===== config.mk =====
export PLATFORM = sky130hd
export DESIGN_NAME = cpuTop
export DESIGN_NICKNAME = d
export VERILOG_FILES = /design/src/source/isaPkg.sv /design/src/source/pipePkg.sv /design/src/source/alu.sv /design/src/source/controlUnit.sv /design/src/source/cpuTop.sv /design/src/source/datapath.sv /design/src/source/hazardUnit.sv /design/src/source/registerFile.sv /design/src/source/stageLatch.sv
export SDC_FILE = /design/constraint.sdc
export NUM_CORES = 1
export LEC_CHECK = 0
export ABC_AREA = 0
export BUFFER_PORTS_ARGS = -buffer_cell sky130_fd_sc_hd__buf_4
export CORE_MARGIN = 4
export CORE_UTILIZATION = 55
export DETAILED_ROUTE_END_ITERATION = 8
export GPL_TIMING_DRIVEN = 0
export HOLD_SLACK_MARGIN = 0.02
export PLACE_DENSITY = 0.84
export SKIP_LAST_GASP = 1
export SYNTH_ARGS = -nofsm -noshare
export SYNTH_HDL_FRONTEND = slang
export SYNTH_SLANG_ARGS = --single-unit
export TNS_END_PERCENT = 100

===== constraint.sdc =====
create_clock -name Clk -period 11.56 [get_ports Clk]
set_clock_uncertainty 0.2 [all_clocks]
set_input_delay 2.312 -clock Clk [delete_from_list [all_inputs] [get_ports Clk]]
set_output_delay 2.312 -clock Clk [all_outputs]
set_load 0.05 [all_outputs]

===== src/source/isaPkg.sv =====
`default_nettype none

package isaPkg;
    localparam int WordSize = 16;
    localparam int RegCount = 4;
    localparam int RegAddrWidth = 2;

    localparam logic [3:0] OpBne = 4'd0;
    localparam logic [3:0] OpBeq = 4'd1;
    localparam logic [3:0] OpBgz = 4'd2;
    localparam logic [3:0] OpBlz = 4'd3;
    localparam logic [3:0] OpAdi = 4'd4;
    localparam logic [3:0] OpOri = 4'd5;
    localparam logic [3:0] OpLhi = 4'd6;
    localparam logic [3:0] OpLwd = 4'd7;
    localparam logic [3:0] OpSwd = 4'd8;
    localparam logic [3:0] OpJmp = 4'd9;
    localparam logic [3:0] OpJal = 4'd10;
    localparam logic [3:0] OpRtype = 4'd15;

    localparam logic [5:0] FnAdd = 6'd0;
    localparam logic [5:0] FnSub = 6'd1;
    localparam logic [5:0] FnAnd = 6'd2;
    localparam logic [5:0] FnOrr = 6'd3;
    localparam logic [5:0] FnNot = 6'd4;
    localparam logic [5:0] FnTcp = 6'd5;
    localparam logic [5:0] FnShl = 6'd6;
    localparam logic [5:0] FnShr = 6'd7;
    localparam logic [5:0] FnJpr = 6'd25;
    localparam logic [5:0] FnJrl = 6'd26;
    localparam logic [5:0] FnWwd = 6'd28;
    localparam logic [5:0] FnHlt = 6'd29;

    // Instruction field bounds
    localparam int OpcodeHi = 15;
    localparam int OpcodeLo = 12;
    localparam int RsHi = 11;
    localparam int RsLo = 10;
    localparam int RtHi = 9;
    localparam int RtLo = 8;
    localparam int RdHi = 7;
    localparam int RdLo = 6;
    localparam int FuncHi = 5;
    localparam int FuncLo = 0;
    localparam int ImmHi = 7;
    localparam int ImmLo = 0;
    localparam int TargetHi = 11;
    localparam int TargetLo = 0;

    // Link destination of JAL and JRL
    localparam logic [RegAddrWidth-1:0] LinkReg = 2'd2;
endpackage

`default_nettype wire


===== src/source/pipePkg.sv =====
`default_nettype none

package pipePkg;
    localparam int CtrlWidth = 12;

    localparam int CtlWwd = 0;
    localparam int CtlRegWrite = 1;
    localparam int CtlMemToReg = 2;
    localparam int CtlMemWrite = 3;
    localparam int CtlMemRead = 4;
    localparam int CtlIsBranch = 5;
    localparam int CtlAluSrc = 6;
    localparam int CtlIsAlu = 7;
    localparam int CtlIsJumpR = 8;
    localparam int CtlIsJumpI = 9;
    localparam int CtlIsLink = 10;
    localparam int CtlHalt = 11;

    localparam logic [1:0] FwdNone = 2'd0;
    localparam logic [1:0] FwdMem = 2'd1;
    localparam logic [1:0] FwdWb = 2'd2;

    localparam logic [3:0] AluAdd = 4'd0;
    localparam logic [3:0] AluSub = 4'd1;
    localparam logic [3:0] AluAnd = 4'd2;
    localparam logic [3:0] AluOrr = 4'd3;
    localparam logic [3:0] AluNot = 4'd4;
    localparam logic [3:0] AluTcp = 4'd5;
    localparam logic [3:0] AluShl = 4'd6;
    localparam logic [3:0] AluShr = 4'd7;
    localparam logic [3:0] AluPassA = 4'd8;

    // PC+1 and instruction
    localparam int IfIdWidth = 2 * isaPkg::WordSize;
    // Ctrl, PC+1, two operands, imm, three regs, opcode and func
    localparam int IdExWidth = CtrlWidth + 4 * isaPkg::WordSize
                             + 3 * isaPkg::RegAddrWidth + 10;
    localparam int ExMemWidth = CtrlWidth + 2 * isaPkg::WordSize + isaPkg::RegAddrWidth;
    localparam int MemWbWidth = CtrlWidth + 2 * isaPkg::WordSize + isaPkg::RegAddrWidth;
endpackage

`default_nettype wire


===== src/source/alu.sv =====
`default_nettype none

module alu (
    input wire [isaPkg::WordSize-1:0] operandA,
    input wire [isaPkg::WordSize-1:0] operandB,
    input wire [isaPkg::WordSize-1:0] imm,
    input wire [3:0] opcode,
    input wire [5:0] func,
    input wire isAlu,
    output logic [isaPkg::WordSize-1:0] result,
    output logic branchTaken
);
    logic [3:0] aluOp;
    logic [isaPkg::WordSize-1:0] opB;

    // ORI takes a zero-extended immediate
    assign opB = (opcode == isaPkg::OpOri) ? {{(isaPkg::WordSize - 8){1'b0}}, imm[7:0]}
                                           : operandB;

    always_comb begin
        aluOp = pipePkg::AluAdd;
        if (isAlu && opcode == isaPkg::OpOri) begin
            aluOp = pipePkg::AluOrr;
        end else if (isAlu && opcode == isaPkg::OpRtype) begin
            case (func)
                isaPkg::FnAdd: aluOp = pipePkg::AluAdd;
                isaPkg::FnSub: aluOp = pipePkg::AluSub;
                isaPkg::FnAnd: aluOp = pipePkg::AluAnd;
                isaPkg::FnOrr: aluOp = pipePkg::AluOrr;
                isaPkg::FnNot: aluOp = pipePkg::AluNot;
                isaPkg::FnTcp: aluOp = pipePkg::AluTcp;
                isaPkg::FnShl: aluOp = pipePkg::AluShl;
                isaPkg::FnShr: aluOp = pipePkg::AluShr;
                default: aluOp = pipePkg::AluPassA;
            endcase
        end
    end

    always_comb begin
        case (aluOp)
            pipePkg::AluSub: result = operandA - opB;
            pipePkg::AluAnd: result = operandA & opB;
            pipePkg::AluOrr: result = operandA | opB;
            pipePkg::AluNot: result = ~operandA;
            pipePkg::AluTcp: result = ~operandA + 1'b1;
            pipePkg::AluShl: result = {operandA[isaPkg::WordSize-2:0], 1'b0};
            // Arithmetic shift
            pipePkg::AluShr: result = {operandA[isaPkg::WordSize-1], operandA[isaPkg::WordSize-1:1]};
            pipePkg::AluPassA: result = operandA;
            default: result = operandA + opB;
        endcase
        if (isAlu && opcode == isaPkg::OpLhi) begin
            result = {imm[7:0], 8'b0};
        end
    end

    // Signed tests on rs for BGZ and BLZ
    always_comb begin
        case (opcode)
            isaPkg::OpBne: branchTaken = operandA != operandB;
            isaPkg::OpBeq: branchTaken = operandA == operandB;
            isaPkg::OpBgz: branchTaken = !operandA[isaPkg::WordSize-1] && (|operandA);
            isaPkg::OpBlz: branchTaken = operandA[isaPkg::WordSize-1];
            default: branchTaken = 1'b0;
        endcase
    end
endmodule

`default_nettype wire


===== src/source/controlUnit.sv =====
`default_nettype none

module controlUnit (
    input wire [3:0] opcode,
    input wire [5:0] func,
    output logic [pipePkg::CtrlWidth-1:0] ctrl
);
    always_comb begin
        ctrl = '0;
        case (opcode)
            isaPkg::OpBne, isaPkg::OpBeq, isaPkg::OpBgz, isaPkg::OpBlz: begin
                ctrl[pipePkg::CtlIsBranch] = 1'b1;
            end
            isaPkg::OpAdi, isaPkg::OpOri, isaPkg::OpLhi: begin
                ctrl[pipePkg::CtlRegWrite] = 1'b1;
                ctrl[pipePkg::CtlAluSrc] = 1'b1;
                ctrl[pipePkg::CtlIsAlu] = 1'b1;
            end
            isaPkg::OpLwd: begin
                ctrl[pipePkg::CtlMemRead] = 1'b1;
                ctrl[pipePkg::CtlMemToReg] = 1'b1;
                ctrl[pipePkg::CtlRegWrite] = 1'b1;
                ctrl[pipePkg::CtlAluSrc] = 1'b1;
            end
            isaPkg::OpSwd: begin
                ctrl[pipePkg::CtlMemWrite] = 1'b1;
                ctrl[pipePkg::CtlAluSrc] = 1'b1;
            end
            isaPkg::OpJmp: begin
                ctrl[pipePkg::CtlIsJumpI] = 1'b1;
            end
            isaPkg::OpJal: begin
                ctrl[pipePkg::CtlIsJumpI] = 1'b1;
                ctrl[pipePkg::CtlIsLink] = 1'b1;
                ctrl[pipePkg::CtlRegWrite] = 1'b1;
            end
            isaPkg::OpRtype: begin
                case (func)
                    isaPkg::FnAdd, isaPkg::FnSub, isaPkg::FnAnd, isaPkg::FnOrr,
                    isaPkg::FnNot, isaPkg::FnTcp, isaPkg::FnShl, isaPkg::FnShr: begin
                        ctrl[pipePkg::CtlRegWrite] = 1'b1;
                        ctrl[pipePkg::CtlIsAlu] = 1'b1;
                    end
                    isaPkg::FnJpr: begin
                        ctrl[pipePkg::CtlIsJumpR] = 1'b1;
                    end
                    isaPkg::FnJrl: begin
                        ctrl[pipePkg::CtlIsJumpR] = 1'b1;
                        ctrl[pipePkg::CtlIsLink] = 1'b1;
                        ctrl[pipePkg::CtlRegWrite] = 1'b1;
                    end
                    // WWD passes rs through the ALU
                    isaPkg::FnWwd: begin
                        ctrl[pipePkg::CtlWwd] = 1'b1;
                        ctrl[pipePkg::CtlIsAlu] = 1'b1;
                    end
                    isaPkg::FnHlt: begin
                        ctrl[pipePkg::CtlHalt] = 1'b1;
                    end
                    default: begin
                        ctrl = '0;
                    end
                endcase
            end
            default: begin
                ctrl = '0;
            end
        endcase
    end
endmodule

`default_nettype wire


===== src/source/cpuTop.sv =====
`default_nettype none

module cpuTop (
    input wire Clk,
    input wire rst,
    output wire [isaPkg::WordSize-1:0] instrAddr,
    output wire instrRead,
    input wire [isaPkg::WordSize-1:0] instrData,
    output wire [isaPkg::WordSize-1:0] dataAddr,
    output wire [isaPkg::WordSize-1:0] dataWdata,
    output wire dataRead,
    output wire dataWrite,
    input wire [isaPkg::WordSize-1:0] dataRdata,
    output wire halted,
    output wire [isaPkg::WordSize-1:0] retiredCount,
    output wire [isaPkg::WordSize-1:0] outputPort
);
    wire [3:0] opcode;
    wire [5:0] func;
    wire [pipePkg::CtrlWidth-1:0] ctrl;

    controlUnit control (
        .opcode(opcode), .func(func), .ctrl(ctrl)
    );

    datapath core (
        .Clk(Clk), .rst(rst), .ctrl(ctrl), .opcode(opcode), .func(func),
        .instrAddr(instrAddr), .instrRead(instrRead), .instrData(instrData),
        .dataAddr(dataAddr), .dataWdata(dataWdata), .dataRead(dataRead),
        .dataWrite(dataWrite), .dataRdata(dataRdata), .halted(halted),
        .retiredCount(retiredCount), .outputPort(outputPort)
    );
endmodule

`default_nettype wire


===== src/source/datapath.sv =====
`default_nettype none

module datapath (
    input wire Clk,
    input wire rst,
    input wire [pipePkg::CtrlWidth-1:0] ctrl,
    output logic [3:0] opcode,
    output logic [5:0] func,
    output logic [isaPkg::WordSize-1:0] instrAddr,
    output logic instrRead,
    input wire [isaPkg::WordSize-1:0] instrData,
    output logic [isaPkg::WordSize-1:0] dataAddr,
    output logic [isaPkg::WordSize-1:0] dataWdata,
    output logic dataRead,
    output logic dataWrite,
    input wire [isaPkg::WordSize-1:0] dataRdata,
    output logic halted,
    output logic [isaPkg::WordSize-1:0] retiredCount,
    output logic [isaPkg::WordSize-1:0] outputPort
);
    logic [isaPkg::WordSize-1:0] pc, pcPlus1;
    logic haltPending, fetchStop, stall, idJump, exRedirect, branchTaken;
    logic ifIdBubble, idExBubble, exMemBubble, memWbBubble;
    logic [pipePkg::IfIdWidth-1:0] ifIdIn, ifIdOut;
    logic [pipePkg::IdExWidth-1:0] idExIn, idExOut;
    logic [pipePkg::ExMemWidth-1:0] exMemIn, exMemOut;
    logic [pipePkg::MemWbWidth-1:0] memWbIn, memWbOut;

    logic [isaPkg::WordSize-1:0] idPcPlus1, idInstr, idImm, idTarget, regA, regB;
    logic [isaPkg::RegAddrWidth-1:0] idRs, idRt, idRd;
    logic [pipePkg::CtrlWidth-1:0] idCtrl, exCtrlRaw, exCtrl, memCtrlRaw, memCtrl;
    logic [pipePkg::CtrlWidth-1:0] wbCtrlRaw, wbCtrl;
    logic idUseRs, idUseRt;

    logic [isaPkg::WordSize-1:0] exPcPlus1, exRegA, exRegB, exImm, fwdA, fwdB, aluB;
    logic [isaPkg::WordSize-1:0] aluResult, exResult, exTarget;
    logic [isaPkg::RegAddrWidth-1:0] exRs, exRt, exRd, memRd, wbRd;
    logic [3:0] exOpcode;
    logic [5:0] exFunc;
    logic [1:0] forwardA, forwardB;
    logic [isaPkg::WordSize-1:0] memResult, memStore, wbResult, wbLoad, wbValue;

    // IF
    assign pcPlus1 = pc + 1'b1;
    assign instrAddr = pc;
    assign instrRead = !halted;
    assign ifIdIn = {pcPlus1, instrData};

    stageLatch #(.PayloadType(logic [pipePkg::IfIdWidth-1:0])) ifId (
        .Clk(Clk), .rst(rst), .hold(stall), .flush(exRedirect || idJump || fetchStop),
        .inBubble(1'b0), .inPayload(ifIdIn), .bubble(ifIdBubble), .payload(ifIdOut)
    );

    // ID
    assign {idPcPlus1, idInstr} = ifIdOut;
    assign opcode = idInstr[isaPkg::OpcodeHi:isaPkg::OpcodeLo];
    assign func = idInstr[isaPkg::FuncHi:isaPkg::FuncLo];
    assign idRs = idInstr[isaPkg::RsHi:isaPkg::RsLo];
    assign idRt = idInstr[isaPkg::RtHi:isaPkg::RtLo];
    assign idImm = {{(isaPkg::WordSize - 8){idInstr[isaPkg::ImmHi]}},
                    idInstr[isaPkg::ImmHi:isaPkg::ImmLo]};
    assign idTarget = {idPcPlus1[isaPkg::WordSize-1:isaPkg::TargetHi+1],
                       idInstr[isaPkg::TargetHi:isaPkg::TargetLo]};
    assign idCtrl = ifIdBubble ? '0 : ctrl;
    assign idRd = idCtrl[pipePkg::CtlIsLink] ? isaPkg::LinkReg
                : (opcode == isaPkg::OpRtype) ? idInstr[isaPkg::RdHi:isaPkg::RdLo] : idRt;
    assign idUseRs = (|idCtrl) && !idCtrl[pipePkg::CtlIsJumpI] && !idCtrl[pipePkg::CtlHalt]
                     && opcode != isaPkg::OpLhi;
    assign idUseRt = idCtrl[pipePkg::CtlMemWrite]
                     || (idCtrl[pipePkg::CtlIsBranch] && opcode inside {isaPkg::OpBne, isaPkg::OpBeq})
                     || (idCtrl[pipePkg::CtlIsAlu] && opcode == isaPkg::OpRtype
                         && func inside {isaPkg::FnAdd, isaPkg::FnSub, isaPkg::FnAnd, isaPkg::FnOrr});
    assign idJump = idCtrl[pipePkg::CtlIsJumpI];
    // Nothing younger than HLT is fetched
    assign fetchStop = haltPending || idCtrl[pipePkg::CtlHalt];

    registerFile regFile (
        .Clk(Clk), .rst(rst), .readAddrA(idRs), .readAddrB(idRt), .writeAddr(wbRd),
        .writeData(wbValue), .writeEnable(wbCtrl[pipePkg::CtlRegWrite]),
        .readDataA(regA), .readDataB(regB)
    );

    hazardUnit hazard (
        .idRs(idRs), .idRt(idRt), .idUseRs(idUseRs), .idUseRt(idUseRt),
        .exRs(exRs), .exRt(exRt), .exRd(exRd), .exMemRead(exCtrl[pipePkg::CtlMemRead]),
        .memRd(memRd), .memRegWrite(memCtrl[pipePkg::CtlRegWrite]),
        .wbRd(wbRd), .wbRegWrite(wbCtrl[pipePkg::CtlRegWrite]),
        .forwardA(forwardA), .forwardB(forwardB), .stall(stall)
    );

    assign idExIn = {idCtrl, idPcPlus1, regA, regB, idRs, idRt, idRd, opcode, func, idImm};

    stageLatch #(.PayloadType(logic [pipePkg::IdExWidth-1:0])) idEx (
        .Clk(Clk), .rst(rst), .hold(1'b0), .flush(exRedirect || stall),
        .inBubble(ifIdBubble), .inPayload(idExIn), .bubble(idExBubble), .payload(idExOut)
    );

    // EX
    assign {exCtrlRaw, exPcPlus1, exRegA, exRegB, exRs, exRt, exRd, exOpcode, exFunc,
            exImm} = idExOut;
    assign exCtrl = idExBubble ? '0 : exCtrlRaw;
    assign fwdA = (forwardA == pipePkg::FwdMem) ? memResult
                : (forwardA == pipePkg::FwdWb) ? wbValue : exRegA;
    assign fwdB = (forwardB == pipePkg::FwdMem) ? memResult
                : (forwardB == pipePkg::FwdWb) ? wbValue : exRegB;
    assign aluB = exCtrl[pipePkg::CtlAluSrc] ? exImm : fwdB;

    alu exAlu (
        .operandA(fwdA), .operandB(aluB), .imm(exImm), .opcode(exOpcode), .func(exFunc),
        .isAlu(exCtrl[pipePkg::CtlIsAlu]), .result(aluResult), .branchTaken(branchTaken)
    );

    assign exResult = exCtrl[pipePkg::CtlIsLink] ? exPcPlus1 : aluResult;
    assign exRedirect = (exCtrl[pipePkg::CtlIsBranch] && branchTaken)
                        || exCtrl[pipePkg::CtlIsJumpR];
    assign exTarget = exCtrl[pipePkg::CtlIsJumpR] ? fwdA : exPcPlus1 + exImm;
    assign exMemIn = {exCtrl, exResult, fwdB, exRd};

    stageLatch #(.PayloadType(logic [pipePkg::ExMemWidth-1:0])) exMem (
        .Clk(Clk), .rst(rst), .hold(1'b0), .flush(1'b0),
        .inBubble(idExBubble), .inPayload(exMemIn), .bubble(exMemBubble), .payload(exMemOut)
    );

    // MEM
    assign {memCtrlRaw, memResult, memStore, memRd} = exMemOut;
    assign memCtrl = exMemBubble ? '0 : memCtrlRaw;
    assign dataAddr = memResult;
    assign dataWdata = memStore;
    assign dataRead = memCtrl[pipePkg::CtlMemRead];
    assign dataWrite = memCtrl[pipePkg::CtlMemWrite];
    assign memWbIn = {memCtrl, memResult, dataRdata, memRd};

    stageLatch #(.PayloadType(logic [pipePkg::MemWbWidth-1:0])) memWb (
        .Clk(Clk), .rst(rst), .hold(1'b0), .flush(1'b0),
        .inBubble(exMemBubble), .inPayload(memWbIn), .bubble(memWbBubble), .payload(memWbOut)
    );

    // WB
    assign {wbCtrlRaw, wbResult, wbLoad, wbRd} = memWbOut;
    assign wbCtrl = memWbBubble ? '0 : wbCtrlRaw;
    assign wbValue = wbCtrl[pipePkg::CtlMemToReg] ? wbLoad : wbResult;

    always_ff @(posedge Clk) begin
        if (rst) begin
            pc <= '0;
            haltPending <= 1'b0;
            halted <= 1'b0;
            retiredCount <= '0;
            outputPort <= '0;
        end else begin
            // EX redirect beats ID jump
            if (exRedirect) begin
                pc <= exTarget;
            end else if (!stall && !fetchStop) begin
                pc <= idJump ? idTarget : pcPlus1;
            end
            if (idCtrl[pipePkg::CtlHalt] && !exRedirect) begin
                haltPending <= 1'b1;
            end
            if (wbCtrl[pipePkg::CtlHalt]) begin
                halted <= 1'b1;
            end
            if (!memWbBubble) begin
                retiredCount <= retiredCount + 1'b1;
            end
            if (wbCtrl[pipePkg::CtlWwd]) begin
                outputPort <= wbResult;
            end
        end
    end
endmodule

`default_nettype wire


===== src/source/hazardUnit.sv =====
`default_nettype none

module hazardUnit (
    input wire [isaPkg::RegAddrWidth-1:0] idRs,
    input wire [isaPkg::RegAddrWidth-1:0] idRt,
    input wire idUseRs,
    input wire idUseRt,
    input wire [isaPkg::RegAddrWidth-1:0] exRs,
    input wire [isaPkg::RegAddrWidth-1:0] exRt,
    input wire [isaPkg::RegAddrWidth-1:0] exRd,
    input wire exMemRead,
    input wire [isaPkg::RegAddrWidth-1:0] memRd,
    input wire memRegWrite,
    input wire [isaPkg::RegAddrWidth-1:0] wbRd,
    input wire wbRegWrite,
    output logic [1:0] forwardA,
    output logic [1:0] forwardB,
    output logic stall
);
    // Youngest producer first
    always_comb begin
        forwardA = pipePkg::FwdNone;
        if (memRegWrite && memRd == exRs) begin
            forwardA = pipePkg::FwdMem;
        end else if (wbRegWrite && wbRd == exRs) begin
            forwardA = pipePkg::FwdWb;
        end
    end

    always_comb begin
        forwardB = pipePkg::FwdNone;
        if (memRegWrite && memRd == exRt) begin
            forwardB = pipePkg::FwdMem;
        end else if (wbRegWrite && wbRd == exRt) begin
            forwardB = pipePkg::FwdWb;
        end
    end

    // Load result is not ready before MEM
    assign stall = exMemRead && ((idUseRs && idRs == exRd) || (idUseRt && idRt == exRd));
endmodule

`default_nettype wire


===== src/source/registerFile.sv =====
`default_nettype none

module registerFile (
    input wire Clk,
    input wire rst,
    input wire [isaPkg::RegAddrWidth-1:0] readAddrA,
    input wire [isaPkg::RegAddrWidth-1:0] readAddrB,
    input wire [isaPkg::RegAddrWidth-1:0] writeAddr,
    input wire [isaPkg::WordSize-1:0] writeData,
    input wire writeEnable,
    output logic [isaPkg::WordSize-1:0] readDataA,
    output logic [isaPkg::WordSize-1:0] readDataB
);
    logic [isaPkg::WordSize-1:0] regs [isaPkg::RegCount];

    always_ff @(posedge Clk) begin
        if (rst) begin
            for (int i = 0; i < isaPkg::RegCount; i++) begin
                regs[i] <= '0;
            end
        end else if (writeEnable) begin
            regs[writeAddr] <= writeData;
        end
    end

    // Write-through bypass, WB result seen by ID in the same cycle
    assign readDataA = (writeEnable && writeAddr == readAddrA) ? writeData : regs[readAddrA];
    assign readDataB = (writeEnable && writeAddr == readAddrB) ? writeData : regs[readAddrB];
endmodule

`default_nettype wire


===== src/source/stageLatch.sv =====
`default_nettype none

module stageLatch #(
    parameter type PayloadType = logic
) (
    input wire Clk,
    input wire rst,
    input wire hold,
    input wire flush,
    input wire inBubble,
    input wire PayloadType inPayload,
    output logic bubble,
    output PayloadType payload
);
    always_ff @(posedge Clk) begin
        if (rst || flush) begin
            bubble <= 1'b1;
        end else if (!hold) begin
            bubble <= inBubble;
        end
    end

    // Contents are ignored while bubble is set
    always_ff @(posedge Clk) begin
        if (!hold) begin
            payload <= inPayload;
        end
    end
endmodule

`default_nettype wire


==> After elaboration in Yosys (flattened, before gate mapping) <==
Memories as Yosys holds them, arrays and structs flattened. A register that Yosys moved wholly into a read port is not among the register bits.
Index checks and enable logic that the tools add are counted.
{ "op_classes": {"n_addsub": 6, "multipliers": 0, "n_div": 0, "order_cmp": 0, "n_eq_ne": 51, "shift": 0, "n_mux": 56, "bitwise_logic": 3, "reduce_logical": 57} }
{ "op_table": {"columns": ["op", "n"], "rows": [
  ["two-way mux 16 bit", 16],
  ["one-hot mux 16 bit (8 select lines)", 1],
  ["adder 16 x 1 -> 16 bit, second input constant", 3],
  ["== test 4 x 3 -> 1 bit, second input constant", 10],
  ["adder 16 bit", 2],
  ["OR reduction 16 bit", 2],
  ["== test 4 x 2 -> 1 bit, second input constant", 6],
  ["== test 4 bit, second input constant", 6],
  ["== test 6 x 3 -> 1 bit, second input constant", 4],
  ["== test 6 x 5 -> 1 bit, second input constant", 4],
  ["two-way mux 12 bit", 2],
  ["logical AND 1 bit", 22],
  ["two-way mux 1 bit", 20],
  ["OR reduction 9 bit", 2],
  ["AND 16 bit", 1],
  ["== test 16 bit", 1],
  ["== test 2 bit", 8],
  ["two-way mux 2 bit", 8],
  ["!= test 16 bit", 1],
  ["inverter 16 bit", 1],
  ["OR 16 bit", 1],
  ["subtractor 16 bit", 1],
  ["== test 4 x 1 -> 1 bit, second input constant", 3],
  ["== test 6 x 2 -> 1 bit, second input constant", 2],
  ["other kinds (21)", 46]
]} }
{ "word_totals": {"register_bits": 270, "latchBits": 0, "mem_bits_rw": 64, "romBits": 24, "inputBits": 34, "word_cells": 191, "mem_count": 2} }
{ "memory_table": {"columns": ["name", "words", "width", "rd", "rd_ports_with_merged_regs", "wr", "line", "source"], "rows": [
  ["core.regFile.regs", 4, 16, 2, 2, 4, "registerFile.sv:14", "logic [isaPkg::WordSize-1:0] regs [isaPkg::RegCount];"],
  ["(name not given)", 8, 3, 1, 1, 0, "alu.sv:25", "case (func)"]
]} }

==> Logic depth before layout (Yosys ltp) <==
Gate-level depths: netlist of the first run.
{ "depth": {"ltp_word": 16, "mapped_depth": 25, "depth_no_buf": 21} }

==> Hierarchy <==
From an unflattened synthesis of the first run, not the netlist that was laid out.
{ "unflattened": {"hier_cells": 1698, "area_unflattened_um2": 19259.7} }
{ "modules_own_cells": {"columns": ["mod", "n_inst", "cells_per_inst", "area_per_inst_um2", "seq_area_each_um2"], "rows": [
  ["datapath", 1, 740, 5391.4, 1001.0],
  ["registerFile", 1, 221, 3842.4, 1921.8],
  ["alu", 1, 446, 2981.6, 0.0],
  ["stageLatch (core.exMem ...)", 2, 51, 1422.6, 1401.3],
  ["stageLatch (core.idEx)", 1, 97, 2803.9, 2782.7],
  ["stageLatch (core.ifId)", 1, 37, 1002.2, 980.9],
  ["controlUnit", 1, 32, 219.0, 0.0],
  ["hazardUnit", 1, 23, 173.9, 0.0]
]} }

==> Worst setup path before layout of the first run <==
No wires, ideal clock.
{ "synth_path": {"path_type": "register -> register", "startpoint": "register core.memWb.bubble", "endpoint": "register core.exMem.payload[33] (netlist bit)", "setup_time_ns": 0.127, "arrival_ns": 4.725, "setup_slack_ns": 6.508, "path_stages_with_launch": 23, "path_buffers": 3, "cell_sequence": "dfxtp_1 buf_6 nor2b_2 buf_4 and3_1 buf_4 mux2_2 a2111oi_0 or2_2 ha_1 nand3_1 o31ai_1 o21ai_0 xnor2_1 ha_1 nand3_1 nand2_1 a41o_1 o41a_1 a31oi_1 o21ai_0 and4_1 or3_1"} }
{ "synth_lines": {"columns": ["element", "line", "source"], "rows": [
  ["start: declaration", "stageLatch.sv:12", "output logic bubble,"],
  ["start signal: assignment", "stageLatch.sv:19", "bubble <= inBubble;"],
  ["end signal: assignment", "stageLatch.sv:26", "payload <= inPayload;"],
  ["end: declaration", "stageLatch.sv:13", "output PayloadType payload"]
]} }

==> results.sh, run 1 <==
export IMPL_ant_nets=0
export IMPL_p_per_area_nw_per_um2=165
export IMPL_critPathMaxStageDelay_ns=0.77
export IMPL_die_h_um=180
export IMPL_fin_crit_sh=0.572
export IMPL_drt_pre_antenna_iters=6
export IMPL_ys_seq_area_frac=0.437
export IMPL_gp_congestion=1.01
export IMPL_grtUsageTotal=0.323
export IMPL_gr_usage_met2=0.515
export IMPL_cts_tree="built"
export IMPL_busiest_layer="met2"
export IMPL_r2r_slack_ns=4.95
export IMPL_worst_slew_pin_slew_ns=1.19
export IMPL_coreArea_um2=28900
export IMPL_viasPerCell=6.47
export IMPL_finalMaxSlewViolations=0
export IMPL_final_common_cell="dfxtp_1"
export IMPL_holdWs_ns=0.136
export IMPL_final_hold_viol_count=0
export IMPL_crit_type="reg -> reg"
export IMPL_grt_pass1_wl_mm=82.8
export IMPL_syn_nets=1785
export IMPL_dp_cells=2214
export IMPL_dieArea_um2=32400
export IMPL_final_util=0.650
export IMPL_hpwl_mm=40.4
export IMPL_timing_fmax_ghz=0.151
export IMPL_crit_family="compound AO/OA/AOI/OAI gates"
export IMPL_synth_area_leaders="dfxtp_1 26%, edfxtp_1 18%, mux4_2 4.4%"
export IMPL_yosys_warnings=0
export IMPL_setup_viol=0
export IMPL_grt_max_degree=38
export IMPL_syn_instance_count=1713
export IMPL_path_cells="buf_4, xnor2_1, and3_1, buf_4, mux2_2, a2111oi_0, or2_2, ha_1, nand3_1, o31ai_1, o21ai_0, xnor2_1, ha_1, nand3_1, nand2_1, a41o_1, o41a_1, a31oi_1, o21ai_0, and4_1, or3_1"
export IMPL_avgSynthCellArea_um2=9.51
export IMPL_fin_cells=2278
export IMPL_drtIter0Drc=1969
export IMPL_routedWlPerCell_um=24.0
export IMPL_setup_tns_ns=0
export IMPL_io_pins=118
export IMPL_h_tree_depth=2
export IMPL_vias=14700
export IMPL_syn_to_final_growth_pct=15.4
export IMPL_slowest_stage="a2111oi_0"
export IMPL_async_flop_share=0
export IMPL_root_buffer="clkbuf_16"
export IMPL_status="completed"
export IMPL_ys_seq_elements=308
export IMPL_numCtsBuffers=35
export IMPL_place_area_um2=17700
export IMPL_hp_class="reg -> reg"
export IMPL_drcViolationCount=0
export IMPL_synth_main_ff_cell="dfxtp_1"
export IMPL_die_w_um=180
export IMPL_final_cell_mix="212 x dfxtp_1, 176 x nand2_1, 173 x nor2_1"
export IMPL_clkLatencyLatePin_ns=0.53
export IMPL_synth_distinct_cells=98
export IMPL_end_kind="flop"
export IMPL_cts_sink_count=308
export IMPL_critPathMaxFanout=8
export IMPL_post_cts_buffers=0
export IMPL_grt_util_met3=0.0791
export IMPL_final_area_um2=18800
export IMPL_port_buffers=116
export IMPL_p_leak_uw=0.00761
export IMPL_cap_violations=0
export IMPL_arrival_ns=6.82
export IMPL_cp_num_buf_inv=2
export IMPL_ir_drop_v=0.000134
export IMPL_overflow=0
export IMPL_post_route_min_period_ns=6.61
export IMPL_holdBufCountCts=0
export IMPL_synth_top_area_frac=0.260
export IMPL_synth_enable_flop_cells=96
export IMPL_clk_path_buf_depth=3
export IMPL_max_slew_margin=0.200
export IMPL_drive_gt1_frac=0.168
export IMPL_wl_mm=54.6
export IMPL_core_rowCount=62
export IMPL_clkTransAtPathRegs_ns=0.06
export IMPL_antenna_found_initial=2
export IMPL_start_util=0.563
export IMPL_rsz0062_at_grt="no"
export IMPL_grt_pass1_vias=14200
export IMPL_gr_usage_met1=0.429
export IMPL_startpoint_type="flop"
export IMPL_worst_ep_required_time_ns=11.77
export IMPL_cts_resized=0
export IMPL_synth_top_cell_by_area="dfxtp_1"
export IMPL_syn_cell_area_um2=16300
export IMPL_final_nets=1939
routing by layer:
metal | up-vias | share of wire
met3 | 172 | 0.11
met4 | 4 | 0.043
li1 | 6501 | -
met2 | 1005 | 0.46
met1 | 7048 | 0.39
met5 | - | 0.00057
per-stage QoR:
step                      total power [µW]  setup WS, ns
final                                 3100          4.95
after CTS                             3080          5.11
after global routing                  3190          4.68
after detailed placement              1980          5.12
after floorplan                       1750          6.51
after global placement                1970          5.28
state kept, by name, summed over array words and instances (netlist names), 16 cells and up, named ones only:
register / count
core.exMem.payload: 40
core.idEx.payload: 76
core.ifId.payload: 32
core.instrAddr: 16
core.memWb.payload: 38
core.outputPort: 16
core.regFile.regs: 64
core.retiredCount: 16
kinds of logic (layout without fill, tap and decap cells):
| kind of cell | Yosys count | count (layout) | share of synthesized area |
|---|---|---|---|
| fa+ha+maj | 38 | 38 | 0.0301 |
| flops | 308 | 308 | 0.437 |
| other cells | 0 | 1 | 0 |
| xor+xnor | 100 | 100 | 0.0537 |
| buf+inv | 180 | 360 | 0.0548 |
| mux | 84 | 84 | 0.0818 |
| simple gates | 582 | 582 | 0.171 |
| compound gates | 421 | 421 | 0.171 |
path summary, 6_finish.rpt:
| kind | from | end | cells past startpoint |
|---|---|---|---|
| worst min-delay path | core.ifId.payload[24] | core.idEx.payload[72] | 0 |
| worst max register to register | core.memWb.payload[1] | core.exMem.payload[33] | 21 |
| worst max-delay path | core.memWb.payload[1] | core.exMem.payload[33] | 21 |
| worst min register to register | core.ifId.payload[24] | core.idEx.payload[72] | 0 |
where the power goes:
group / switching, µW / internal (µW) / total [µW] / leakage [µW]
logic: 432 / 246 / 677 / 0.00427
registers: 106 / 1210 / 1310 / 0.00278
clock network: 452 / 656 / 1110 / 0.000559
synth_stat cells (all sizes together), types with 4 or more instances:
master and instances:
xnor2 59, clkbuf 80, and2 18, o221ai 14, or2 4, a211o 12, o31a 6, xor2 41
a2111oi 6, or3 13, a21o 12, nand3 39, a211oi 36, and3 21, inv 42, edfxtp 96
mux2 16, nor4 9, dfxtp 212, o211ai 21, mux4 32, nor3 40, nor2 176, nand2b 9
a221oi 12, and4 4, buf 56, a21oi 91, nand4 15, mux2i 36, ha 36, o21ai 113
a41oi 4, o21a 10, nor4b 7, nand2 178, o22ai 13, a31oi 34, o31ai 8, nor3b 4
nor2b 32
worst reg2reg max path, stage by stage (launching register included):
cell	delay [ns]
dfxtp_1	0.30
buf_4	0.16
xnor2_1	0.45
and3_1	0.23
buf_4	0.17
mux2_2	0.38
a2111oi_0	0.77
or2_2	0.27
ha_1	0.18
nand3_1	0.11
o31ai_1	0.61
o21ai_0	0.27
xnor2_1	0.19
ha_1	0.40
nand3_1	0.11
nand2_1	0.05
a41o_1	0.22
o41a_1	0.36
a31oi_1	0.27
o21ai_0	0.22
and4_1	0.24
or3_1	0.35
layout make-up:
| class | count | area (µm²) |
|---|---|---|
| timing repair buffer | 117 | 878 |
| multi-input combinational | 1225 | 8280 |
| buffer | 136 | 728 |
| fill | 2316 | 10100 |
| inverter | 44 | 165 |
| sequential | 308 | 7130 |
| antenna | 1 | 2.50 |
| tap | 384 | 480 |
| clock inverter | 19 | 193 |
| clock buffer | 44 | 951 |
Power figures use the tool's default switching activity.
==> inputs of run 2 (changes only) <==
==> constraint.sdc (replaced) <==
create_clock -name Clk -period 6.1 [get_ports Clk]
set_clock_uncertainty 0.2 [all_clocks]
set_input_delay 1.22 -clock Clk [delete_from_list [all_inputs] [get_ports Clk]]
set_output_delay 1.22 -clock Clk [all_outputs]
set_load 0.05 [all_outputs]
==> run 2 against run 1 <==
  * Non-clock buffer count fell by 1
  * Register-to-register slack got worse by 4.7 ns
  * Cell count about the same
  * Critical path depth did not move
  * Die area stayed put
  * Largest cell class unchanged
  * Largest power group unchanged
  * Count of clock-buffer cells in the layout stayed put
  * Wire length is 0.42% lower
  * Maximum frequency grew 13%
  * Via count decreased by 0.21%
  * Utilization up 0.20 points
==> results.sh, run 2 (synthesized netlist as in run 1, its figures left out) <==
export IMPL_grt_max_degree=38
export IMPL_max_slew_margin=0.195
export IMPL_critPathMaxStageDelay_ns=0.52
export IMPL_dieArea_um2=32400
export IMPL_p_leak_uw=0.00763
export IMPL_clkLatencyLatePin_ns=0.53
export IMPL_vias=14700
export IMPL_wl_mm=54.4
export IMPL_holdWs_ns=0.131
export IMPL_final_common_cell="dfxtp_1"
export IMPL_setup_viol=0
export IMPL_post_route_min_period_ns=5.83
export IMPL_r2r_end="core.exMem.payload[33]"
export IMPL_routedWlPerCell_um=23.9
export IMPL_cts_resized=5
export IMPL_final_nets=1938
export IMPL_p_per_area_nw_per_um2=312
export IMPL_largest_register_ffs=76
export IMPL_timing_fmax_ghz=0.172
export IMPL_ff2ff_path_depth=21
export IMPL_rr_startpoint="core.memWb.payload[1]"
export IMPL_io_pins=118
export IMPL_post_cts_buffers=0
export IMPL_grt_pass1_vias=14300
export IMPL_fin_cells=2276
export IMPL_drtIter0Drc=2009
export IMPL_end_kind="flop"
export IMPL_cts_tree="built"
export IMPL_crit_family="compound AO/OA/AOI/OAI gates"
export IMPL_final_area_um2=18900
export IMPL_grt_pass1_wl_mm=82.8
export IMPL_holdBufCountCts=0
export IMPL_final_hold_viol_count=0
export IMPL_place_area_um2=17700
export IMPL_final_util=0.652
export IMPL_worst_slew_pin_slew_ns=1.19
export IMPL_finalMaxSlewViolations=0
export IMPL_startpoint_type="flop"
export IMPL_slowest_stage="a2111oi_2"
export IMPL_die_h_um=180
export IMPL_clkTransAtPathRegs_ns=0.07
export IMPL_root_buffer="clkbuf_16"
export IMPL_drt_pre_antenna_iters=6
export IMPL_port_buffers=116
export IMPL_ant_nets=0
export IMPL_cp_num_buf_inv=2
export IMPL_worst_ep_required_time_ns=6.31
export IMPL_preCtsSetupSlack_ns=-0.335
export IMPL_gp_congestion=1.01
export IMPL_rsz0062_at_grt="no"
export IMPL_drive_gt1_frac=0.173
export IMPL_r2r_slack_ns=0.27
export IMPL_path_cells="buf_4, xnor2_2, and3_1, buf_4, mux2_2, a2111oi_2, or2_2, ha_1, nand3_1, o31ai_4, o21ai_0, xnor2_1, ha_1, nand3_1, nand2_1, a41o_1, o41a_1, a31oi_1, o21ai_0, and4_1, or3_1"
export IMPL_clk_path_buf_depth=3
export IMPL_fin_crit_sh=0.955
export IMPL_critPathCapture="core.exMem.payload[33]"
export IMPL_cp_num_cells=21
export IMPL_ir_drop_v=0.000253
export IMPL_cts_sink_count=308
export IMPL_start_util=0.563
export IMPL_antenna_cells=0
export IMPL_grtUsageTotal=0.323
export IMPL_arrival_ns=6.04
export IMPL_coreArea_um2=28900
export IMPL_layout_setup_ws_ns=0.274
export IMPL_hpwl_mm=40.4
export IMPL_fill_cells=2309
export IMPL_die_w_um=180
export IMPL_core_rowCount=62
export IMPL_h_tree_depth=2
export IMPL_drcViolationCount=0
export IMPL_crit_type="reg -> reg"
export IMPL_status="completed"
export IMPL_cp_startpoint="core.memWb.payload[1]"
export IMPL_dp_cells=2214
export IMPL_syn_to_final_growth_pct=15.8
export IMPL_critPathMaxFanout=8
export IMPL_cap_violations=0
export IMPL_reg_top3="core.idEx.payload x76, core.regFile.regs x64, core.exMem.payload x40"
export IMPL_numCtsBuffers=35
export IMPL_top_register="core.idEx.payload"
export IMPL_overflow=0
export IMPL_antenna_found_initial=2
export IMPL_hp_class="reg -> reg"
export IMPL_final_cell_mix="212 x dfxtp_1, 176 x nand2_1, 172 x nor2_1"
export IMPL_viasPerCell=6.46
export IMPL_hp_start="core.ifId.payload[24]"
-- run 2: cell types whose count changed in the layout (fill, tap and decap cells not counted), moves of 2 or more --
cell	previous run	this run
xnor2_2	0	2
clkbuf_1	85	83
mux2i_1	27	25
xnor2_1	59	57
-- run 2: layout make-up --
| type | instances | area [µm²] | share of cell area |
|---|---|---|---|
| Multi-Input combinational cell | 1225 | 8350 | 0.442 |
| Inverter | 44 | 165 | 0.00875 |
| Clock buffer | 44 | 951 | 0.0504 |
| Sequential cell | 308 | 7130 | 0.378 |
| Tap cell | 384 | 480 | 0.0255 |
| Buffer | 135 | 726 | 0.0385 |
| Timing Repair Buffer | 117 | 878 | 0.0466 |
| Clock inverter | 19 | 193 | 0.0102 |
-- run 2: layer usage --
layer,vias up,share of wire,track usage
li1,6499,-,-
met1,6987,0.38,0.428
met2,1021,0.46,0.516
met3,188,0.12,0.0791
met4,4,0.044,0.123
met5,-,0.00057,0
-- run 2: power breakdown --
part | leakage, µW | internal (µW) | switching, µW
registers | 0.00278 | 2290 | 202
logic | 0.00429 | 470 | 819
clock network | 0.000559 | 1240 | 858
total | 0.00763 | 4000 | 1880
-- run 2: worst min path at each step --
| stage | endpoint | slack (ns) | depth (start not counted) |
|---|---|---|---|
| 2_1_floorplan | core.idEx.payload[64] | 0.12 | 0 |
| 3_5_place_dp | core.idEx.payload[71] | 0.13 | 0 |
| 3_3_place_gp | core.idEx.payload[73] | 0.12 | 0 |
| 6_report | core.idEx.payload[72] | 0.13 | 0 |
| 5_1_grt | core.idEx.payload[71] | 0.14 | 0 |
| 4_1_cts | core.idEx.payload[71] | 0.14 | 0 |
-- run 2: stage by stage --
stage,power (µW),TNS (ns)
6_report,5880,0
5_1_grt,6060,0
4_1_cts,5840,0
3_5_place_dp,3760,-0.374
3_3_place_gp,3730,-0.177
2_1_floorplan,3320,0
